$ cat src/gpio_consts.svh
// GPIO block constants for pin counts, Wishbone widths and register offsets
`ifndef GPIO_CONSTS_SVH
`define GPIO_CONSTS_SVH

// ************************************************************
// Pin counts
// ************************************************************
// Output pins driven from the OUT register
`define GPIO_OUT_W 16
// Input pins seen through IN and CHANGE
`define GPIO_IN_W 16

// Wishbone byte address and data widths
`define GPIO_ADR_W 4
`define GPIO_DAT_W 32

// Register byte offsets on word boundaries
`define GPIO_OFS_OUT    4'h0
`define GPIO_OFS_IN     4'h4
`define GPIO_OFS_CHANGE 4'h8
`define GPIO_OFS_IRQ_EN 4'hC
`endif

$ cat src/gpio_bus_pkg.sv
// Wishbone address and data types with the GPIO register select encoding
`include "gpio_consts.svh"

package gpio_bus_pkg;

	// ************************************************************
	// Bus word types
	// ************************************************************
	// Byte address seen on the slave port
	typedef logic [`GPIO_ADR_W-1:0] wb_adr_t;

	// Full 32-bit data word with no byte lanes
	typedef logic [`GPIO_DAT_W-1:0] wb_dat_t;

	// ************************************************************
	// Register select
	// ************************************************************
	// Word index taken from address bits 3 to 2
	// Values follow the byte offsets divided by four
	typedef enum logic [1:0]
	{
		REG_OUT    = 2'(`GPIO_OFS_OUT >> 2),
		REG_IN     = 2'(`GPIO_OFS_IN >> 2),
		REG_CHANGE = 2'(`GPIO_OFS_CHANGE >> 2),
		REG_IRQ_EN = 2'(`GPIO_OFS_IRQ_EN >> 2)
	} gpio_reg_e;

endpackage

$ cat src/gpio_io_pkg.sv
// Pin vector types for the GPIO output and input sides
`include "gpio_consts.svh"

package gpio_io_pkg;

	// Output pin vector as held in OUT
	typedef logic [`GPIO_OUT_W-1:0] gpio_out_t;

	// Input pin vector
	// Also the shape of the synchronized value
	// and of the sticky change flags and masks
	typedef logic [`GPIO_IN_W-1:0] gpio_in_t;

	// Widths must fit one bus word
	// Upper read bits are zero filled

endpackage

$ cat src/gpio_status_if.sv
// Link between input capture and bus slave for pin state, change flags and clears
interface gpio_status_if
	import gpio_io_pkg::*;
();
	// Pins after the two-stage synchronizer
	gpio_in_t in_value;
	// Sticky change flags
	gpio_in_t change;
	// Bits to clear when the strobe is high
	gpio_in_t clear_mask;
	// One-cycle clear strobe from a CHANGE write
	logic     clear;

	// Capture side owns pin state and flags
	modport capture
	(
		output in_value,
		output change,
		input  clear_mask,
		input  clear
	);

	// Bus side reads state and requests clears
	modport host
	(
		input  in_value,
		input  change,
		output clear_mask,
		output clear
	);
endinterface

$ cat src/gpio_in_capture.sv
// Input pin synchronizer with edge detect and sticky change flags
module gpio_in_capture
	import gpio_io_pkg::*;
(
	input  logic           rvx_port_06,
	input  logic           rvx_port_03,
	input  gpio_in_t       gpio_in,
	gpio_status_if.capture status
);

	// ************************************************************
	// Synchronizer
	// ************************************************************
	// First stage may go metastable
	gpio_in_t sync_1;
	// Second stage is the value seen by IN
	gpio_in_t sync_2;
	// Synchronized value one cycle back
	gpio_in_t sync_prev;

	// Sticky flags and this cycle's set and clear terms
	gpio_in_t change_q;
	gpio_in_t in_edge;
	gpio_in_t clr_bits;

	// Stages reset low
	// Pins high at reset show up as changes a few cycles later
	always_ff @(posedge rvx_port_06, negedge rvx_port_03)
	begin
		if (!rvx_port_03)
		begin
			sync_1    <= '0;
			sync_2    <= '0;
			sync_prev <= '0;
		end
		else
		begin
			sync_1    <= gpio_in;
			sync_2    <= sync_1;
			sync_prev <= sync_2;
		end
	end

	// ************************************************************
	// Change capture
	// ************************************************************
	// Any bit that moved since last cycle
	assign in_edge  = sync_2 ^ sync_prev;

	// Mask applies only while the strobe is up
	assign clr_bits = status.clear ? status.clear_mask : '0;

	// Clear first and then set
	// A new edge in the clear cycle keeps its flag
	always_ff @(posedge rvx_port_06, negedge rvx_port_03)
	begin
		if (!rvx_port_03)
			change_q <= '0;
		else
			change_q <= (change_q & ~clr_bits) | in_edge;
	end

	// Present state to the bus side
	assign status.in_value = sync_2;
	assign status.change   = change_q;

endmodule

$ cat src/gpio_wb_slave.sv
// Wishbone classic slave for the GPIO registers with read mux and interrupt combine
`include "gpio_consts.svh"

module gpio_wb_slave
	import gpio_bus_pkg::*;
	import gpio_io_pkg::*;
(
	input  logic          rvx_port_06,
	input  logic          rvx_port_03,

	// Wishbone classic slave
	input  logic          wb_cyc,
	input  logic          wb_stb,
	input  logic          wb_we,
	input  wb_adr_t       wb_adr,
	input  wb_dat_t       wb_dat_w,
	output wb_dat_t       wb_dat_r,
	output logic          wb_ack,

	// Pins and interrupt
	output gpio_out_t     gpio_out,
	output logic          irq,

	// Link to the input capture block
	gpio_status_if.host   status
);

	// ************************************************************
	// Request decode
	// ************************************************************
	// New access sampled this cycle
	logic      req;
	logic      wr_req;
	logic      rd_req;
	// Word select from address bits 3 to 2
	gpio_reg_e reg_sel;

	// Register contents
	gpio_out_t out_q;
	gpio_in_t  irq_en_q;
	// Selected source before the read register
	wb_dat_t   rd_value;

	// Ack low gates the cycle in which the ack is already out
	// so one request gives one ack
	assign req     = wb_cyc && wb_stb && !wb_ack;
	assign wr_req  = req && wb_we;
	assign rd_req  = req && !wb_we;
	assign reg_sel = gpio_reg_e'(wb_adr[3:2]);

	// ************************************************************
	// Acknowledge
	// ************************************************************
	// Registered one cycle after the request
	always_ff @(posedge rvx_port_06, negedge rvx_port_03)
	begin
		if (!rvx_port_03)
			wb_ack <= 1'b0;
		else
			wb_ack <= req;
	end

	// ************************************************************
	// Writable registers
	// ************************************************************
	// Writes land on the edge that raises the ack
	// Writes to IN fall through without effect
	always_ff @(posedge rvx_port_06, negedge rvx_port_03)
	begin
		if (!rvx_port_03)
		begin
			out_q    <= '0;
			irq_en_q <= '0;
		end
		else if (wr_req)
		begin
			if (reg_sel == REG_OUT)
				out_q <= wb_dat_w[`GPIO_OUT_W-1:0];
			if (reg_sel == REG_IRQ_EN)
				irq_en_q <= wb_dat_w[`GPIO_IN_W-1:0];
		end
	end

	assign gpio_out = out_q;

	// Write-one-to-clear on CHANGE
	// Strobe lasts exactly the request cycle
	assign status.clear      = wr_req && (reg_sel == REG_CHANGE);
	assign status.clear_mask = wb_dat_w[`GPIO_IN_W-1:0];

	// ************************************************************
	// Read path
	// ************************************************************
	// Narrow registers zero extended to the bus word
	always_comb
	begin
		unique case (reg_sel)
			REG_OUT:    rd_value = wb_dat_t'(out_q);
			REG_IN:     rd_value = wb_dat_t'(status.in_value);
			REG_CHANGE: rd_value = wb_dat_t'(status.change);
			REG_IRQ_EN: rd_value = wb_dat_t'(irq_en_q);
			default:    rd_value = '0;
		endcase
	end

	// Read data held from the ack cycle on
	always_ff @(posedge rvx_port_06)
	begin
		if (rd_req)
			wb_dat_r <= rd_value;
	end

	// ************************************************************
	// Interrupt
	// ************************************************************
	// Any enabled change flag raises the line
	assign irq = |(status.change & irq_en_q);

endmodule

$ cat src/gpio_top.sv
// GPIO block top joining the Wishbone slave and the input capture logic
module gpio_top
	import gpio_bus_pkg::*;
	import gpio_io_pkg::*;
(
	input  logic      rvx_port_06,
	input  logic      rvx_port_03,

	// Wishbone classic slave port
	input  logic      wb_cyc,
	input  logic      wb_stb,
	input  logic      wb_we,
	input  wb_adr_t   wb_adr,
	input  wb_dat_t   wb_dat_w,
	output wb_dat_t   wb_dat_r,
	output logic      wb_ack,

	// Pins
	input  gpio_in_t  gpio_in,
	output gpio_out_t gpio_out,

	// Change interrupt
	output logic      irq
);

	// Pin state and clear requests between the two blocks
	gpio_status_if u_status ();

	// Synchronizer and sticky change flags
	gpio_in_capture u_capture
	(
		.rvx_port_06 (rvx_port_06),
		.rvx_port_03 (rvx_port_03),
		.gpio_in     (gpio_in),
		.status      (u_status.capture)
	);

	// Register file on the bus
	gpio_wb_slave u_slave
	(
		.rvx_port_06 (rvx_port_06),
		.rvx_port_03 (rvx_port_03),
		.wb_cyc      (wb_cyc),
		.wb_stb      (wb_stb),
		.wb_we       (wb_we),
		.wb_adr      (wb_adr),
		.wb_dat_w    (wb_dat_w),
		.wb_dat_r    (wb_dat_r),
		.wb_ack      (wb_ack),
		.gpio_out    (gpio_out),
		.irq         (irq),
		.status      (u_status.host)
	);

endmodule

$ cat config.mk
export PLATFORM = sky130hd
export DESIGN_NAME = gpio_top
export DESIGN_NICKNAME = d
export VERILOG_FILES = /design/src/gpio_bus_pkg.sv /design/src/gpio_io_pkg.sv /design/src/gpio_status_if.sv /design/src/gpio_in_capture.sv /design/src/gpio_wb_slave.sv /design/src/gpio_top.sv
export VERILOG_INCLUDE_DIRS = /design/src
export SDC_FILE = /design/constraint.sdc
export NUM_CORES = 1
export LEC_CHECK = 0
export BUFFER_PORTS_ARGS = -buffer_cell sky130_fd_sc_hd__buf_2
export CAP_MARGIN = 30
export CORE_ASPECT_RATIO = 1.75
export CORE_MARGIN = 3
export CORE_UTILIZATION = 55
export CTS_CLUSTER_DIAMETER = 100
export DETAILED_ROUTE_END_ITERATION = 10
export PLACE_DENSITY = 0.82
export SLEW_MARGIN = 20
export SYNTH_ARGS = -nofsm -noshare
export SYNTH_HDL_FRONTEND = slang
export SYNTH_SLANG_ARGS = --single-unit
$ cat constraint.sdc
create_clock -name rvx_port_06 -period 4.2 [get_ports rvx_port_06]
set_input_delay 0.42 -clock rvx_port_06 [delete_from_list [all_inputs] [get_ports rvx_port_06]]
set_output_delay 0.42 -clock rvx_port_06 [all_outputs]
set_load 0.1 [all_outputs]
# == After elaboration in Yosys (flattened, before gate mapping) ==
# Index checks and enable logic that the tools add are counted.
# word_totals
register_bits,129
latch_bits,0
ram_bits,0
romBits,0
inputBits,57
mem_count,0
# classes
add_sub_neg,0
n_mul,0
n_div,0
magnitude_cmp,0
eq_ne,3
shift,0
mux,2
bitwise_logic,5
n_reduce_logical,11
# ops
cell,count
32-bit case mux with 4 select lines,1
16-bit AND,2
16-bit 2-to-1 mux,1
16-bit inverter,1
16-bit bitwise OR,1
16-bit OR reduction,1
16-bit XOR,1
1-bit logical AND,5
2-bit == test (second input constant),2
2-bit AND reduction,2
2-bit by 1-bit == test with 1-bit output (second input constant),1
1-bit zero test,2
2-bit zero test,1

# == Logic depth before layout (Yosys ltp) ==
# Gate-level depths: netlist (run 1).
# logic_depth
ltp_word,8
depth_mapped,5

# == Modules after synthesis ==
# Synthesis (run 1) repeated with hierarchy kept, for this count alone.
# hier_totals
cells_unflattened,268
area_unflattened_um2,4464.3
# modules_own_cells
mod,instances,cells_per_inst,area_per_inst_um2,seq_area_each_um2
gpio_wb_slave,1,154,2511.2,1306.3
gpio_in_capture,1,114,1953.1,1601.5

# == Worst setup path after synthesis (run 1) ==
# OpenSTA, ideal clock, no wires.
# synth_timing
path_kind,register to register
from,reg u_slave.wb_ack
to,"reg u_slave.wb_dat_r[0], enable pin"
setup_time_ns,0.409
arrival_ns,2.069
required_ns,3.791
setup_slack_ns,1.722
path_stages_with_launch,2
synth_period_minus_slack_ns,2.478
path_cell_list,dfrtp_1 nor3_1
# synth_between
elab_chain_len,3
# synth_lines
element,line_no,source
start: declaration,gpio_wb_slave.sv:18,"output logic wb_ack,"
start signal: assignment,gpio_wb_slave.sv:60,wb_ack <= req;
1-bit zero test,gpio_wb_slave.sv:46,assign req = wb_cyc && wb_stb && !wb_ack;
1-bit logical AND,gpio_wb_slave.sv:46,
1-bit logical AND,gpio_wb_slave.sv:48,assign rd_req = req && !wb_we;
named net u_slave.rd_req,gpio_wb_slave.sv:34,logic rd_req;
end signal: assignment,gpio_wb_slave.sv:110,wb_dat_r <= rd_value;
end: declaration,gpio_wb_slave.sv:17,"output wb_dat_t wb_dat_r,"
# The timed path passes the listed nets, and every way through them passes these cells.
# A chain may end at the register's enable or synchronous reset.

# == Final worst setup path (run 1) ==
# layout_timing
from,reg u_capture.change_q[9] (netlist: u_capture.status.change[9])
to,out irq
# layout_between
elab_chain_len,2
# layout_lines
element,line_no,source
start: declaration,gpio_in_capture.sv:22,gpio_in_t change_q;
start signal: assignment,gpio_in_capture.sv:60,change_q <= (change_q & ~clr_bits) | in_edge;
16-bit AND,gpio_wb_slave.sv:117,assign irq = |(status.change & irq_en_q);
16-bit OR reduction,gpio_wb_slave.sv:117,
end: declaration,gpio_top.sv:23,output logic irq
# Every way passes these cells.

==> results of run 1 <==
-- per-stage QoR --
stage          setup slack [ps]  power (W)  hold slack, ps
2_1_floorplan              1720    0.00187             124
6_report                   1900    0.00325             106
4_1_cts                    1870    0.00329             101
5_1_grt                    1780    0.00338             102
3_5_place_dp               2180    0.00199             335
3_3_place_gp               2210    0.00197             332
-- cell usage in the layout, fill, tap and decap left out, types with 2 or more instances in the layout --
cell	instances
a211o_1	6
a211o_2	10
a221oi_1	4
a22o_1	4
buf_2	71
buf_4	3
clkbuf_1	4
clkbuf_16	17
clkbuf_8	6
clkinv_2	5
conb_1	16
dfrtp_1	97
edfxtp_1	16
mux2_2	22
mux2_4	10
mux4_2	16
nor2_1	2
nor2b_1	16
xor2_1	16
-- worst register-to-register path, stage by stage, from the launching register on --
cell,delay [ps]
dfrtp_1,400
and4b_4,370
nand3b_2,370
a211o_2,470
-- sequential cells by signal, indices dropped and copies added (netlist names) --
signal                     flops
u_capture.sync_1              16
u_slave.gpio_out              16
u_slave.irq_en_q              16
u_slave.wb_ack                 1
u_capture.status.change       16
u_slave.wb_dat_r              16
u_capture.sync_prev           16
u_capture.status.in_value     16
-- worst min-delay path by stage --
stage / to / slack, ps
after floorplan: u_capture.status.change[0] / 120
after global placement: u_capture.status.in_value[10] / 330
after detailed placement: u_capture.status.in_value[13] / 330
after CTS: u_capture.sync_1[0] / 100
after global routing: u_capture.sync_1[8] / 100
final: u_capture.sync_1[5] / 110
-- cell families (layout without fill, tap and decap cells) --
family | count (synthesis) | in the layout | synth area share, %
other | 1 | 16 | 0.0856
xor gates and xnor gates | 16 | 16 | 3.20
and+or+nand+nor | 25 | 25 | 3.77
muxes | 48 | 48 | 17.3
buffers and inverters | 24 | 106 | 4.22
AOI/OAI and AO/OA | 24 | 24 | 5.08
DFF | 113 | 113 | 66.3
-- metal layers --
| layer | part of all wire [%] | wire length, µm | vias to the layer above | track usage [%] |
|---|---|---|---|---|
| met1 | 37 | 3000 | 1236 | 24.7 |
| met2 | 54 | 4310 | 91 | 31.8 |
| met5 | 0 | 0 | - | 0 |
| met3 | 6.4 | 513 | 15 | 6.70 |
| met4 | 2.7 | 219 | 0 | 11.5 |
| li1 | - | - | 1053 | - |
-- layout make-up --
class                   count  area [µm²]
clock inverters             5        25.0
clock buffers              27         523
fillers                   501        2380
repair buffers             74         378
well taps                  88         110
flip-flops and latches    113        2910
multi-input cells         129        1350
-- where the power goes --
group          internal, W  total [W]  switching [W]  leakage [nW]
logic             0.000177   0.000668       0.000492         0.798
clock network     0.000840    0.00128       0.000436         0.277
registers          0.00123    0.00131      0.0000784          1.26
total              0.00224    0.00325        0.00101          2.33
==> reports/metrics.cfg, run 1 <==
[run_status]
status = finished, final reports clean

[routing]
first_iter_violations = 128
num_vias = 2395
viasPerCell = 5.49
drtAntennaViolNets = 0
drt_wl_total_um = 8040
wire_per_inst_um = 18.4
drt-pass1-iter-count = 4
drcViolationCount = 0

[floorplanning]
io_pins = 107
dieArea_um2 = 9120
start_util_pct = 57.1
fp.coreArea_um2 = 7670
dieHeight_um = 124
rows = 42
die_x_um = 73.5

[final_layout]
drive_gt1_share_pct = 47.4
nets = 392
syn2layout_area_growth_pct = 20.8
postLayoutCellArea_um2 = 5300
final_cells = 436
antenna_cells = 0
final_util_pct = 69.0

[setup_path]
arrival_ps = 1880
required_ps = 3780
crit_path_start_kind = flop
cp_num_cells = 4
r2r-end = u_capture.status.change[3]
cp_max_fo = 4
worst-path-buf-inv = 1
cpPeakStageDelay_ps = 400
path_cells = a22o_1 -> a221oi_1 -> nand4_1 -> buf_2
crit_start = u_capture.status.change[9]
r2r_cells = 3
r2r_setup_slack_ps = 2460
crit_slowest_cell = dfrtp_1
crit_path_end = irq
r2r_start = u_slave.wb_ack
critPathCaptureType = output port
crit_family = compound AO/OA/AOI/OAI gates
crit_type = reg2out

[sta]
clock_skew_ps = 4.08
final-hold-violation-count = 0
max_slew.worst_pin.slew_ps = 812
min_period_ps = 2300
setup_viol = 0
slew_violations = 0
timing.final.crit_share_pct = 54.8
slew_headroom_pct = 45.9
setup_tns_ps = 0
fmax_mhz = 435
rsz0062_at_grt = false

[logic_synthesis]
synth_cell_types = 25
synth_area_leaders = dfrtp_1 55%, edfxtp_1 11%, mux4_2 8.2%
synth_edf_count = 16
synth_cells = 251
yosys.cell_count.top_type = dfrtp_1
async_flop_share_pct = 85.8
synth_top_flop_cell = dfrtp_1
synth_top_cell_by_area = dfrtp_1
synthesis.area_um2 = 4380
synth-seq-cells = 113
synth_commonest_cells = 97 x dfrtp_1, 22 x mux2_2, 18 x buf_4
yosys_warnings = 0
avgSynthCellArea_um2 = 17.5
synth.top_cell.area_share_pct = 55.4
yosysSeqAreaShare_pct = 66.3

[place]
portBuffers = 72
place_inst = 404
hpwl_um = 5200
placed_cell_area_um2 = 4750
gp_congestion = 0.756

[clock_network]
root_buffer = clkbuf_16
cts_tree = done
h-tree-depth = 4
hold_buffers = 0
clkSinkCount = 113
path_clk_slew_ps = 50
cts_resized = 0
cts_max_path_buffers = 2
cts_setup_buffers = 0
cts_buffers = 17
clk_latency_ps = 400

[power_and_ir_drop]
peakVddDrop_mv = 0.436
p_per_area_nw_per_um2 = 614
power.leakage_nw = 2.33

[grt]
grt_first_pass_wirelength_um = 13200
grt_max_degree = 68
grt_pass1_vias = 2581
antenna_found_initial = 0
grtUsageTotal_pct = 20.4
grt_overflow_total = 0

[run]
maxCapViolCount = 0

[worst_hold_path]
hold_class = in2async

No activity file was read; power rests on OpenSTA's default activity.
==> run 2: changes to the inputs <==
- ABC_AREA: default -> 1
- CORE_UTILIZATION: 55 -> 48
- PLACE_DENSITY: 0.82 -> 0.76
- clock period: 4.2 -> 2 ns (I/O delays scaled with it)
==> reports/metrics.cfg, run 2 <==
[sta]
min_period_ps = 1790
setup_viol = 0
slew_headroom_pct = 64.9
slew_violations = 0
final-hold-violation-count = 0
clock_skew_ps = 7.60
max_slew.worst_pin.slew_ps = 525
setup_tns_ps = 0
rsz0062_at_grt = false
timing.final.crit_share_pct = 89.5
fmax_mhz = 559

[clock_network]
cts_max_path_buffers = 2
cts_setup_buffers = 0
clkSinkCount = 113
cts_buffers = 17
cts_resized = 0
path_clk_slew_ps = 50
cts_tree = done
clk_latency_ps = 410
h-tree-depth = 4
root_buffer = clkbuf_16

[power_and_ir_drop]
p_per_area_nw_per_um2 = 1210
switching_share_pct = 31.9
p_total_w = 0.00685
switching_power_w = 0.00219
peakVddDrop_mv = 0.762
pwr-share-clk_pct = 40.4
power.leakage_nw = 2.67
p_int_w = 0.00466
p_comb_share_pct = 20.0
seq_power_share_pct = 39.6

[routing]
drt-pass1-iter-count = 5
viasPerCell = 5.08
wire_per_inst_um = 15.3
drtAntennaViolNets = 0
drcViolationCount = 0
drt_wl_total_um = 9820
num_vias = 3252
first_iter_violations = 232

[logic_synthesis]
yosys.area_share.simple_pct = 19.8
synth_top_family_by_area = simple AND/OR/NAND/NOR gates
synth_commonest_cells = 142 x nand2_1, 97 x dfrtp_1, 36 x nand4_1
synth_xor_area_share_pct = 3.15
yosysSeqAreaShare_pct = 65.3
avgSynthCellArea_um2 = 11.0
synth_edf_count = 16
synth.top_cell.area_share_pct = 54.5
muxShareOfSynthArea_pct = 0
yosys_warnings = 0
synth_cells = 404
synth-seq-cells = 113
synth_compound_area_share_pct = 4.94
synth_cell_types = 23
yosys.area_share.adder_pct = 0
yosys.cell_count.top_type = nand2_1
synthesis.area_um2 = 4460
async_flop_share_pct = 85.8
synth_area_leaders = dfrtp_1 54%, nand2_1 12%, edfxtp_1 11%
synth_top_flop_cell = dfrtp_1
synth_top_cell_by_area = dfrtp_1

[floorplanning]
rows = 45
dieHeight_um = 133
dieArea_um2 = 10500
io_pins = 107
die_x_um = 78.8
start_util_pct = 50.4
fp.coreArea_um2 = 8840

[place]
portBuffers = 72
gp_congestion = 0.811
hpwl_um = 6530
place_inst = 590

[final_layout]
fillers = 709
final_cells = 640
drive_gt1_share_pct = 27.0
final_common_cell = nand2_1
nets = 566
syn2layout_area_growth_pct = 26.9
final_util_pct = 63.9
final_cell_mix = 142 x nand2_1, 97 x dfrtp_1, 71 x buf_2

[setup_path]
crit_slowest_cell = dfrtp_1
worst-path-buf-inv = 1
r2r_cells = 6
crit_top_cell = nand2_1
arrival_ps = 1590
crit_type = reg2out
crit_family = simple AND/OR/NAND/NOR gates
required_ps = 1800
r2r_setup_slack_ps = 560
cp_max_fo = 3
cpPeakStageDelay_ps = 400
r2r-end = u_slave.gpio_out[1]
critPathCaptureType = output port
crit_path_start_kind = flop
path_cells = nand2_1 -> nand4_1 -> nor2_1 -> nand2_1 -> buf_2
r2r_start = u_slave.wb_ack

[run_status]
status = finished, final reports clean

[grt]
grt_overflow_total = 0
grtUsageTotal_pct = 20.3
antenna_found_initial = 1
grt_pass1_vias = 3336
grt_max_degree = 42
grt_first_pass_wirelength_um = 16100

[run]
maxCapViolCount = 0

[worst_hold_path]
min_to = u_slave.irq_en_q[6]
hold_class = in2reg
hold_start = wb_dat_w[6]
hold_depth = 3

## run 2: metrics by stage
step / setup slack, ps / cell area, µm² / hold WS (ps)
final: 210 / 5650 / 70.3
after global routing: 162 / 5650 / 70.5
after CTS: 192 / 5650 / 60.7
after detailed placement: 565 / 4930 / 196
after global placement: 585 / 4930 / 186
after floorplan: 161 / 4520 / -95.6
## run 2: how the worst max path moves through the flow
| stage | to | cells past startpoint | startpoint |
|---|---|---|---|
| after floorplan | u_slave.wb_dat_r[0] | 1 | u_slave.wb_ack |
| after global placement | u_slave.gpio_out[10] | 6 | u_slave.wb_ack |
| after detailed placement | u_slave.gpio_out[1] | 6 | u_slave.wb_ack |
| after CTS | irq | 5 | u_capture.status.change[10] |
| after global routing | irq | 5 | u_capture.status.change[10] |
| final | irq | 5 | u_capture.status.change[10] |
## run 2: power by group through the flow
stage | clock [W] | combinational [W] | sequential (W)
after detailed placement | 0 | 0.00135 | 0.00274
final | 0.00277 | 0.00137 | 0.00271
after CTS | 0.00281 | 0.00138 | 0.00271
after global placement | 0 | 0.00133 | 0.00273
after global routing | 0.00293 | 0.00145 | 0.00273
after floorplan | 0 | 0.000499 | 0.00332
## run 2: final cells by class
cell class	count	area, µm²	share of cell area (%)
timing repair buffer	102	656	11.6
clock inverter	6	55.1	0.974
inverter	19	71.3	1.26
tap	117	146	2.59
sequential	113	2910	51.4
multi-input combinational	256	1320	23.3
antenna	1	2.50	0.0443
clock buffer	26	499	8.83
## run 2: kinds of logic after synthesis
group / count (synthesis)
other: 1
AOI/OAI and AO/OA: 32
DFF: 113
and+or+nand+nor: 192
buffers and inverters: 50
xor gates and xnor gates: 16
## run 2: what timing repair did
| action | in CTS | in global routing |
|---|---|---|
| hold buffers | 17 | 0 |
| endpoints found under the hold margin | 51 | 0 |
| setup endpoints to repair | 0 | 0 |
## run 2: routing by layer
layer | up-vias | part of all wire (%) | global-route usage (%)
met5 | - | 0 | 0
met4 | 0 | 2.2 | 11.4
met3 | 22 | 5.7 | 6.36
met2 | 120 | 54 | 33.6
met1 | 1608 | 38 | 23.0
li1 | 1502 | - | -
## run 2: worst min-delay path, cell delays in order
cell	delay, ps
buf_2	110
inv_1	70
o21ai_2	60
==> run 3: changes to the inputs <==
- CORE_UTILIZATION: 48 -> 44
- MAX_ROUTING_LAYER: default -> met4
- PLACE_DENSITY: 0.76 -> 0.69
==> reports/metrics.cfg, run 3 (synthesis gave the netlist of run 2 again) <==
[setup_path]
crit_type = reg2out
required_ps = 1800
critPathCaptureType = output port
crit_family = simple AND/OR/NAND/NOR gates
path_cells = nand2_1 -> nand4_1 -> nor2_1 -> nand2_1 -> buf_2
crit_top_cell = nand2_1
cpPeakStageDelay_ps = 400
crit_path_start_kind = flop
crit_slowest_cell = dfrtp_1
cp_max_fo = 3
worst-path-buf-inv = 1
arrival_ps = 1540

[final_layout]
final_cell_mix = 142 x nand2_1, 97 x dfrtp_1, 71 x buf_2
final_util_pct = 57.1
syn2layout_area_growth_pct = 26.2
drive_gt1_share_pct = 26.1
antenna_cells = 0
nets = 561
final_common_cell = nand2_1
postLayoutCellArea_um2 = 5620

[floorplanning]
dieHeight_um = 139
rows = 48
dieArea_um2 = 11400
start_util_pct = 45.2
fp.coreArea_um2 = 9850
io_pins = 107
die_x_um = 82.1

[clock_network]
path_clk_slew_ps = 50
cts_tree = done
clk_latency_ps = 400
root_buffer = clkbuf_16
hold_buffers = 17
clkSinkCount = 113
cts_buffers = 17
cts_resized = 0
h-tree-depth = 4
cts_setup_buffers = 0
cts_max_path_buffers = 2

[place]
portBuffers = 72
hpwl_um = 6220
gp_congestion = 0.838
placed_cell_area_um2 = 4900

[sta]
slew_violations = 0
rsz0062_at_grt = false
min_period_ps = 1740
setup_tns_ps = 0
final-hold-violation-count = 0
max_slew.worst_pin.slew_ps = 529
fmax_mhz = 574
timing.final.crit_share_pct = 87.2
setup_viol = 0
clock_skew_ps = 6.30
slew_headroom_pct = 64.7

[routing]
drcViolationCount = 0
drt-pass1-iter-count = 4
viasPerCell = 4.95
drtAntennaViolNets = 0
num_vias = 3175
wire_per_inst_um = 15.0
drt_wl_total_um = 9640
first_iter_violations = 244

[grt]
grt_pass1_vias = 3349
busiest_layer = met2
groute.layer.met2.usage_pct = 30.4
grtUsageTotal_pct = 19.6
grt_util_met3_pct = 5.79
grt_overflow_total = 0
grt_first_pass_wirelength_um = 16100
antenna_found_initial = 0
grt_max_degree = 98
met1_usage_pct = 22.2

[power_and_ir_drop]
switching_share_pct = 31.9
p_int_w = 0.00467
p_total_w = 0.00686
switching_power_w = 0.00219
power.leakage_nw = 2.63
peakVddDrop_mv = 0.687
seq_power_share_pct = 39.6
pwr-share-clk_pct = 40.6
p_per_area_nw_per_um2 = 1220
p_comb_share_pct = 19.9

[worst_hold_path]
hold_class = in2reg

[run_status]
status = finished, final reports clean

[run]
maxCapViolCount = 0

## run 3: cell count changes in the layout (fill, tap and decap cells not counted), sizes merged
cell / before / now
clkinv: 5 / 3
diode: 1 / 0
buf: 85 / 80
clkbuf: 26 / 27
clkinvlp: 0 / 1
## run 3: final timing paths
check	startpoint	end	slack [ps]	cells past startpoint
max in group asynchronous	rvx_port_03	u_capture.sync_1[5]	1210	3
max reg2reg	u_slave.wb_ack	u_slave.irq_en_q[7]	490	4
min in group asynchronous	rvx_port_03	u_capture.status.change[3]	370	3
min reg2reg	u_capture.sync_1[12]	u_capture.status.in_value[12]	340	0
max	u_capture.status.change[10]	irq	260	5
min	wb_dat_w[6]	u_slave.irq_en_q[6]	80	3
## run 3: power by group through the flow
| stage | Clock [W] | Sequential, W | Combinational, W |
|---|---|---|---|
| after floorplan | 0 | 0.00332 | 0.000499 |
| after global placement | 0 | 0.00274 | 0.00133 |
| after detailed placement | 0 | 0.00274 | 0.00135 |
| after CTS | 0.00283 | 0.00271 | 0.00138 |
| after global routing | 0.00296 | 0.00274 | 0.00145 |
| final | 0.00278 | 0.00271 | 0.00136 |
## run 3: per-stage QoR
| stage | hold WS [ps] | setup slack [ps] | instances |
|---|---|---|---|
| 2_1_floorplan | -95.6 | 161 | 419 |
| 3_3_place_gp | 290 | 438 | 593 |
| 3_5_place_dp | 297 | 433 | 593 |
| 4_1_cts | 58.4 | 240 | 642 |
| 5_1_grt | 71.4 | 156 | 642 |
| 6_report | 75.4 | 257 | 642 |
## run 3: worst register-to-register path: cells and delay by family (launching register included)
kind | cells | cell delay (ps)
and+or+nand+nor | 3 | 850
DFF | 1 | 460
AOI/OAI and AO/OA | 1 | 70
## run 3: cell type report
| class | instances | area, µm² |
|---|---|---|
| Clock buffer | 27 | 503 |
| Clock inverter | 5 | 52.6 |
| Fill cell | 869 | 4230 |
| Inverter | 19 | 71.3 |
| Multi-Input combinational cell | 256 | 1320 |
| Sequential cell | 113 | 2910 |
| Tap cell | 125 | 156 |
| Timing Repair Buffer | 97 | 618 |
## run 3: per-layer routing
layer  routed length, µm  up-vias
met4                 280        0
met1                3800     1544
li1                    -     1491
met5                   0        -
met2                5040      118
met3                 522       22
